==> config.mk <==
export PLATFORM = sky130hd
export DESIGN_NAME = fetch_frontend
export DESIGN_NICKNAME = d
export VERILOG_FILES = /design/src/fetch_pkg.sv /design/src/fetch_handoff_if.sv /design/src/pre_if_stage.sv /design/src/addr_translate.sv /design/src/if_stage.sv /design/src/fetch_frontend.sv
export SDC_FILE = /design/constraint.sdc
export NUM_CORES = 1
export LEC_CHECK = 0
export ABC_AREA = 0
export ABC_CLOCK_PERIOD_IN_PS = 8400
export BUFFER_PORTS_ARGS = -buffer_cell sky130_fd_sc_hd__buf_2
export CORE_MARGIN = 10
export CORE_UTILIZATION = 45
export CTS_BUF_LIST = sky130_fd_sc_hd__clkbuf_4
export DETAILED_ROUTE_END_ITERATION = 7
export GPL_TIMING_DRIVEN = 1
export PLACE_DENSITY = 0.8
export SYNTH_ARGS = -nofsm -noshare
export SYNTH_HDL_FRONTEND = slang
export SYNTH_SLANG_ARGS = --single-unit
==> constraint.sdc <==
create_clock -name clk -period 8.4 [get_ports clk]
set_clock_uncertainty 0.1 [all_clocks]
set_input_delay 0.42 -clock clk [delete_from_list [all_inputs] [get_ports clk]]
set_output_delay 0.42 -clock clk [all_outputs]
set_load 0.01 [all_outputs]
==> src/fetch_pkg.sv <==
package fetch_pkg;

    // address geometry
    localparam int pc_width     = 32;
    localparam int tag_width    = 20;
    localparam int index_width  = 8;
    localparam int offset_width = 4;

    // fixed fetch addresses
    localparam logic [pc_width-1:0] reset_pc   = 32'hbfc0_0000;
    localparam logic [pc_width-1:0] exc_vector = 32'hbfc0_0380;

    // top three address bits of the unmapped kernel segments
    localparam logic [2:0] kseg0_top = 3'b100;
    localparam logic [2:0] kseg1_top = 3'b101;

    // redirect priority, larger value wins
    typedef logic [1:0] redir_prio_t;

    localparam redir_prio_t prio_none   = 2'd0;
    localparam redir_prio_t prio_branch = 2'd1;
    localparam redir_prio_t prio_flush  = 2'd2;
    localparam redir_prio_t prio_eret   = 2'd3;

    // branch result from decode
    typedef struct packed {
        logic                br_taken;
        logic                br_stall;   // decode not ready, ignore this cycle
        logic [pc_width-1:0] br_target;
    } br_bus_t;

    typedef logic [31:0] inst_t;

endpackage

==> src/fetch_handoff_if.sv <==
interface fetch_handoff_if
    import fetch_pkg::*;
();

    logic                req_fire;    // request accepted, or address error issued
    logic [pc_width-1:0] req_pc;      // virtual pc of that fetch
    logic                req_adel;    // misaligned, no cache access
    logic                req_cancel;  // overtaken by flush/eret before acceptance
    logic                fs_allowin;  // if stage can take another fetch

    modport pre (
        output req_fire,
        output req_pc,
        output req_adel,
        output req_cancel,
        input  fs_allowin
    );

    modport fs (
        input  req_fire,
        input  req_pc,
        input  req_adel,
        input  req_cancel,
        output fs_allowin
    );

endinterface

==> src/pre_if_stage.sv <==
module pre_if_stage
    import fetch_pkg::*;
(
    input  logic                clk,
    input  logic                reset,
    input  br_bus_t             br_bus,
    input  logic                flush,
    input  logic                eret,
    input  logic [pc_width-1:0] cp0_epc,
    input  logic                inst_addr_ok,
    output logic                inst_req,
    output logic [pc_width-1:0] req_vaddr,
    fetch_handoff_if.pre        handoff
);

    logic                started;     // first cycle out of reset has passed
    logic [pc_width-1:0] last_pc;     // last issued pc
    logic                holding;     // request raised, still waiting for addr_ok
    logic                hold_stale;  // flush/eret seen while holding
    redir_prio_t         pend_prio;
    logic [pc_width-1:0] pend_pc;

    redir_prio_t         evt_prio;
    logic [pc_width-1:0] evt_pc;
    redir_prio_t         pend_left;
    logic [pc_width-1:0] next_pc;
    logic                misaligned;
    logic                fetch_en;
    logic                launch;
    logic                accept;
    logic                adel_fire;
    logic                take;
    logic                evt_wins;

    // redirect event arriving this cycle
    always_comb begin
        evt_prio = prio_none;
        evt_pc   = br_bus.br_target;
        if (eret) begin
            evt_prio = prio_eret;
            evt_pc   = cp0_epc;
        end else if (flush) begin
            evt_prio = prio_flush;
            evt_pc   = exc_vector;
        end else if (br_bus.br_taken && !br_bus.br_stall) begin
            evt_prio = prio_branch;
        end
    end

    // a pending redirect always beats the sequential pc
    assign next_pc    = (pend_prio != prio_none) ? pend_pc : last_pc + pc_width'(4);
    assign misaligned = next_pc[1:0] != 2'b00;

    assign fetch_en  = started & handoff.fs_allowin;
    assign inst_req  = fetch_en & (holding | ~misaligned);
    assign req_vaddr = holding ? last_pc : next_pc;  // held address was latched at launch

    assign launch    = inst_req & ~holding;   // first cycle of a new request
    assign accept    = inst_req & inst_addr_ok;
    assign adel_fire = fetch_en & ~holding & misaligned;
    assign take      = launch | adel_fire;    // next_pc consumed this cycle

    // whatever was pending is gone once it is taken
    assign pend_left = take ? prio_none : pend_prio;
    assign evt_wins  = (evt_prio != prio_none) && (evt_prio >= pend_left);

    assign handoff.req_fire   = accept | adel_fire;
    assign handoff.req_pc     = req_vaddr;
    assign handoff.req_adel   = adel_fire;
    assign handoff.req_cancel = holding & hold_stale;

    always_ff @(posedge clk) begin
        if (reset) begin
            started    <= 1'b0;
            last_pc    <= reset_pc - pc_width'(4);  // so the first fetch lands on reset_pc
            holding    <= 1'b0;
            hold_stale <= 1'b0;
            pend_prio  <= prio_none;
        end else begin
            started <= 1'b1;

            if (take) begin
                last_pc <= next_pc;
            end

            if (accept) begin
                holding <= 1'b0;
            end else if (launch) begin
                holding <= 1'b1;
            end

            // the held request still completes, if stage throws its data away
            if (accept) begin
                hold_stale <= 1'b0;
            end else if ((holding | launch) & (flush | eret)) begin
                hold_stale <= 1'b1;
            end

            if (evt_wins) begin
                pend_prio <= evt_prio;
            end else if (take) begin
                pend_prio <= prio_none;
            end
        end
    end

    always_ff @(posedge clk) begin
        if (evt_wins) begin
            pend_pc <= evt_pc;
        end
    end

    // cache sees one address per request until it takes it
    a_req_stable: assert property (
        @(posedge clk) disable iff (reset)
        inst_req && !inst_addr_ok |=> req_vaddr == $past(req_vaddr)
    );

endmodule

==> src/addr_translate.sv <==
module addr_translate
    import fetch_pkg::*;
(
    input  logic [pc_width-1:0]     vaddr,
    output logic [tag_width-1:0]    inst_tag,
    output logic [index_width-1:0]  inst_index,
    output logic [offset_width-1:0] inst_offset,
    output logic                    inst_uncached
);

    logic [2:0]          seg;
    logic                in_kseg0;
    logic                in_kseg1;
    logic [pc_width-1:0] paddr;

    assign seg      = vaddr[pc_width-1 -: 3];
    assign in_kseg0 = seg == kseg0_top;
    assign in_kseg1 = seg == kseg1_top;

    // unmapped kernel segments fold onto the low 512M
    // everything else goes through as is, there is no tlb
    always_comb begin
        paddr = vaddr;
        if (in_kseg0 || in_kseg1) begin
            paddr[pc_width-1 -: 3] = 3'b000;
        end
    end

    assign inst_uncached = in_kseg1;

    // tag | index | offset, msb first
    assign inst_tag    = paddr[pc_width-1 -: tag_width];
    assign inst_index  = paddr[offset_width +: index_width];
    assign inst_offset = paddr[offset_width-1:0];

endmodule

==> src/if_stage.sv <==
module if_stage
    import fetch_pkg::*;
(
    input  logic                clk,
    input  logic                reset,
    input  logic                flush,
    input  logic                eret,
    input  logic                inst_data_ok,
    input  inst_t               inst_rdata,
    input  logic                ds_allowin,
    output logic                fs_valid,
    output logic                fs_adel,
    output logic [pc_width-1:0] fs_pc,
    output inst_t               fs_inst,
    fetch_handoff_if.fs         handoff
);

    logic                busy;     // one request outstanding at the cache
    logic [pc_width-1:0] busy_pc;
    logic                cancel;   // outstanding data is stale

    logic                kill;
    logic                new_req;
    logic                cur_cancel;
    logic [pc_width-1:0] resp_pc;
    logic                resp_ok;
    logic                adel_ok;
    logic                load;

    assign kill    = flush | eret;
    assign new_req = handoff.req_fire & ~handoff.req_adel;

    // data_ok may land in the very cycle the request is accepted
    assign cur_cancel = busy ? cancel : handoff.req_cancel;
    assign resp_pc    = busy ? busy_pc : handoff.req_pc;

    assign resp_ok = inst_data_ok & ~cur_cancel & ~kill;
    assign adel_ok = handoff.req_fire & handoff.req_adel & ~kill;
    assign load    = resp_ok | adel_ok;

    // no issue while waiting, or while decode holds a full register
    assign handoff.fs_allowin = ~busy & (~fs_valid | ds_allowin);

    always_ff @(posedge clk) begin
        if (reset) begin
            busy   <= 1'b0;
            cancel <= 1'b0;
        end else begin
            if (inst_data_ok) begin
                busy   <= 1'b0;
                cancel <= 1'b0;
            end else if (new_req) begin
                busy   <= 1'b1;
                cancel <= handoff.req_cancel | kill;
            end else if (busy & kill) begin
                cancel <= 1'b1;  // swallow the data_ok still on its way
            end
        end
    end

    always_ff @(posedge clk) begin
        if (new_req) begin
            busy_pc <= handoff.req_pc;
        end
    end

    always_ff @(posedge clk) begin
        if (reset) begin
            fs_valid <= 1'b0;
        end else if (kill) begin
            fs_valid <= 1'b0;
        end else if (load) begin
            fs_valid <= 1'b1;
        end else if (ds_allowin) begin
            fs_valid <= 1'b0;
        end
    end

    // output payload, held until decode takes it
    always_ff @(posedge clk) begin
        if (load) begin
            fs_pc   <= adel_ok ? handoff.req_pc : resp_pc;
            fs_inst <= adel_ok ? '0 : inst_rdata;  // nop on address error
            fs_adel <= adel_ok;
        end
    end

    // every response must belong to a request accepted by the pre-IF stage
    a_no_orphan_data: assert property (
        @(posedge clk) disable iff (reset)
        inst_data_ok |-> busy || new_req
    );

endmodule

==> src/fetch_frontend.sv <==
module fetch_frontend
    import fetch_pkg::*;
(
    input  logic                    clk,
    input  logic                    reset,
    input  br_bus_t                 br_bus,
    input  logic                    flush,
    input  logic                    eret,
    input  logic [pc_width-1:0]     cp0_epc,
    input  logic                    inst_addr_ok,
    input  logic                    inst_data_ok,
    input  inst_t                   inst_rdata,
    input  logic                    ds_allowin,
    output logic                    inst_req,
    output logic [tag_width-1:0]    inst_tag,
    output logic [index_width-1:0]  inst_index,
    output logic [offset_width-1:0] inst_offset,
    output logic                    inst_uncached,
    output logic                    fs_valid,
    output logic [pc_width-1:0]     fs_pc,
    output inst_t                   fs_inst,
    output logic                    fs_adel
);

    logic [pc_width-1:0] req_vaddr;

    fetch_handoff_if handoff ();

    pre_if_stage u_pre_if (
        .clk          (clk),
        .reset        (reset),
        .br_bus       (br_bus),
        .flush        (flush),
        .eret         (eret),
        .cp0_epc      (cp0_epc),
        .inst_addr_ok (inst_addr_ok),
        .inst_req     (inst_req),
        .req_vaddr    (req_vaddr),
        .handoff      (handoff.pre)
    );

    addr_translate u_translate (
        .vaddr         (req_vaddr),
        .inst_tag      (inst_tag),
        .inst_index    (inst_index),
        .inst_offset   (inst_offset),
        .inst_uncached (inst_uncached)
    );

    if_stage u_if (
        .clk          (clk),
        .reset        (reset),
        .flush        (flush),
        .eret         (eret),
        .inst_data_ok (inst_data_ok),
        .inst_rdata   (inst_rdata),
        .ds_allowin   (ds_allowin),
        .fs_valid     (fs_valid),
        .fs_adel      (fs_adel),
        .fs_pc        (fs_pc),
        .fs_inst      (fs_inst),
        .handoff      (handoff.fs)
    );

endmodule

==> results_dict.tcl <==
set metrics [dict create \
    crit_path_max_incr_delay_ps 560 \
    vias 6990 \
    routed_wl_um 23600 \
    p_sw_mw 0.812 \
    cts.path.max_buffers 2 \
    rrSetupSlack_ps 5250 \
    netlist_instances 794 \
    p_comb_share_pct 32.0 \
    peakVddDrop_mv 0.113 \
    synth_top_area_share_pct 45.9 \
    post_drt_wl_per_cell_um 19.0 \
    tns_ps 0 \
    final_common_cell "buf_2" \
    slew_headroom_pct 34.3 \
    yosysSeqAreaShare_pct 55.4 \
    grt_util_all_layers_pct 18.7 \
    dieArea_mm2 0.0246 \
    synth_edf_count 129 \
    power.internal_mw 1.46 \
    syn_area_mm2 0.00844 \
    h-tree-depth 4 \
    drt-initial-drc-count 615 \
    tritoncts "built" \
    fp.dieW_um 157 \
    switching_share_pct 35.8 \
    cts_num_sinks 169 \
    initial_core_util_pct 45.4 \
    slowest_stage "nor3_2" \
    drv_slew 0 \
    synthArstFlopShare_pct 0 \
    io_buffers 204 \
    path_buf_inv 2 \
    placed_area_mm2 0.00940 \
    worstMarginPinSlew_ps 985 \
    endpoint_kind "output port" \
    status "finished, final reports clean" \
    synth_seq_cells 169 \
    hold_viol 0 \
    period_share_pct 43.5 \
    synthTopCellsByArea "edfxtp_1, dfxtp_1, nor2_1, nand2_1, mux2_2" \
    core_mm2 0.0186 \
    startpoint "u_pre_if.last_pc[2]" \
    synth_nets 902 \
    grt_pass1_vias 6746 \
    min_path_type "primary input to register" \
    fillers 1576 \
    design_area_mm2 0.0102 \
    die-height_um 157 \
    syn_area_per_cell_um2 10.6 \
    dp_hpwl_um 16500 \
    worst-path-max-fanout 8 \
    root_buffer "clkbuf_4" \
    synth_top_flop_cell "edfxtp_1" \
    clk_latency_ps 590 \
    grt.overflow.total 0 \
    cts_setup_buffers 0 \
    grt_max_degree 64 \
    p_clk_share_pct 20.0 \
    crit_arrival_ps 3140 \
    ys.warnings.count 0 \
    setup.worst_path.class "register to output port" \
    num_rows 50 \
    remaining_drc_errors 0 \
    num-nets-final 1102 \
    min_from "cp0_epc[29]" \
    worstPathRequired_ps 7880 \
    worstPathCellList "ha_1, nand4_1, nor3_2, a31oi_1, o32ai_2, inv_2, nor3_1, buf_2" \
    gp_congestion 0.908 \
    drive_gt1_share_pct 29.2 \
    path_clk_slew_ps 140 \
    max_freq_ghz 0.274 \
    pwr_density_cell_mw_per_mm2 222 \
    setup_viol 0 \
    worstSetupStartpointType "register" \
    drv_cap 0 \
    fin_crit_ps 3660 \
    leakage_nw 4.00 \
    timing.rr.start "u_pre_if.pend_prio[1]" \
    cp_top_family "simple AND/OR/NAND/NOR gates" \
    final_cell_mix "buf_2, edfxtp_1, nor2_1, nand2_1, dlygate4sd3_1" \
    antenna_found_initial 1 \
    rsz0062_at_grt "no" \
    syn_to_final_growth_pct 21.1 \
    ios 205 \
    grt_pass1_wl_um 36600 \
    avgViaCountPerCell 5.63 \
    ys_types 71 \
    numCtsBuffers 17 \
    pwr-share-seq_pct 48.0 \
    ant_nets 0 \
    drtPass1Iterations 6 \
    yosys.area.top_type "edfxtp_1" \
]
worst min-delay path: cells and delay by family:
| family | cells | cell delay (ps) |
|---|---|---|
| buffers and inverters | 1 | 80 |
| and+or+nand+nor | 1 | 40 |
| AOI/OAI and AO/OA | 1 | 70 |
through the flow:
| step | total power [mW] | hold slack, ps | std cells | setup slack (ps) | util [%] |
|---|---|---|---|---|---|
| 3_3_place_gp | 1.79 | 381 | 1153 | 5340 | 50.6 |
| 2_1_floorplan | 1.63 | 349 | 794 | 4300 | - |
| 5_1_grt | 2.40 | 3.58 | 1242 | 4500 | 55.1 |
| 6_report | 2.27 | 29.2 | 1242 | 4740 | 55.1 |
| 4_1_cts | 2.28 | 1.75 | 1241 | 4730 | 55.0 |
| 3_5_place_dp | 1.81 | 413 | 1153 | 5180 | 50.6 |
kinds of logic (layout without fill, tap and decap cells):
| logic type | Yosys count | in the layout | share of synthesized area (%) |
|---|---|---|---|
| flip-flops | 169 | 169 | 55.4 |
| AND/OR/NAND/NOR | 285 | 285 | 17.6 |
| other | 0 | 1 | 0 |
| adder cells (fa/ha/maj) | 3 | 3 | 0.445 |
| multiplexers | 28 | 28 | 3.63 |
| buffers and inverters | 105 | 318 | 6.18 |
| AO/OA/AOI/OAI | 204 | 204 | 16.8 |
Yosys cell counts, drive strengths merged (4+ instances only):
master,count
or3,5
o22a,18
mux2,21
edfxtp,129
and3,8
o21ai,42
inv,15
nor4,15
a21oi,47
o31ai,8
nor2,83
nor3,17
and2,36
nand4,16
clkbuf,45
and4,5
nand3,15
a22o,21
a31oi,13
buf,45
a41oi,6
mux2i,7
dfxtp,40
a211oi,4
o32a,4
o41ai,5
o22ai,11
nand2,73
path summary, 6_finish.rpt:
path	to	cells past startpoint
worst max register to register	u_if.fs_adel	6
worst max-delay path	inst_uncached	8
worst min register to register	u_pre_if.last_pc[3]	2
worst min-delay path	u_pre_if.pend_pc[29]	3
final cells by class:
cell class | instances | area [µm²] | area share [%]
Multi-Input combinational cell | 520 | 3270 | 32.0
Timing Repair Buffer | 271 | 1660 | 16.3
Antenna cell | 1 | 2.50 | 0.0245
Tap cell | 234 | 293 | 2.86
Clock inverter | 15 | 138 | 1.35
Sequential cell | 169 | 4680 | 45.7
Clock buffer | 17 | 128 | 1.25
Inverter | 15 | 56.3 | 0.550
repair_timing:
item | in CTS | in global routing
endpoints found under the setup margin | 0 | 0
hold endpoints to repair | 52 | 0
resized for setup | 0 | 0
hold buffers | 56 | 0
power by group through the flow:
stage / registers, mW / clock network, mW / logic, mW
finish: 1.09 / 0.455 / 0.727
global route: 1.10 / 0.500 / 0.797
CTS: 1.09 / 0.467 / 0.725
detailed placement: 1.11 / 0 / 0.700
global placement: 1.10 / 0 / 0.687
floorplan: 1.09 / 0 / 0.533
state kept, by name (all words and copies together) (netlist names):
register and cells:
u_pre_if.pend_pc 32, u_if.fs_valid 1, u_if.busy 1, u_pre_if.pend_prio 2, u_pre_if.holding 1, u_if.fs_adel 1
u_if.fs_inst 32, u_if.fs_pc 32, u_if.busy_pc 32, u_pre_if.hold_stale 1, u_pre_if.last_pc 32, u_if.cancel 1
u_pre_if.started 1
per-layer routing:
layer | share of wire (%) | track usage [%] | vias to the layer above
met5 | 0 | 0 | -
met3 | 11 | 5.29 | 32
li1 | - | - | 3343
met4 | 1.4 | 5.35 | 0
met1 | 42 | 24.9 | 3243
met2 | 45 | 29.1 | 372
Power figures use the tool's default switching activity.
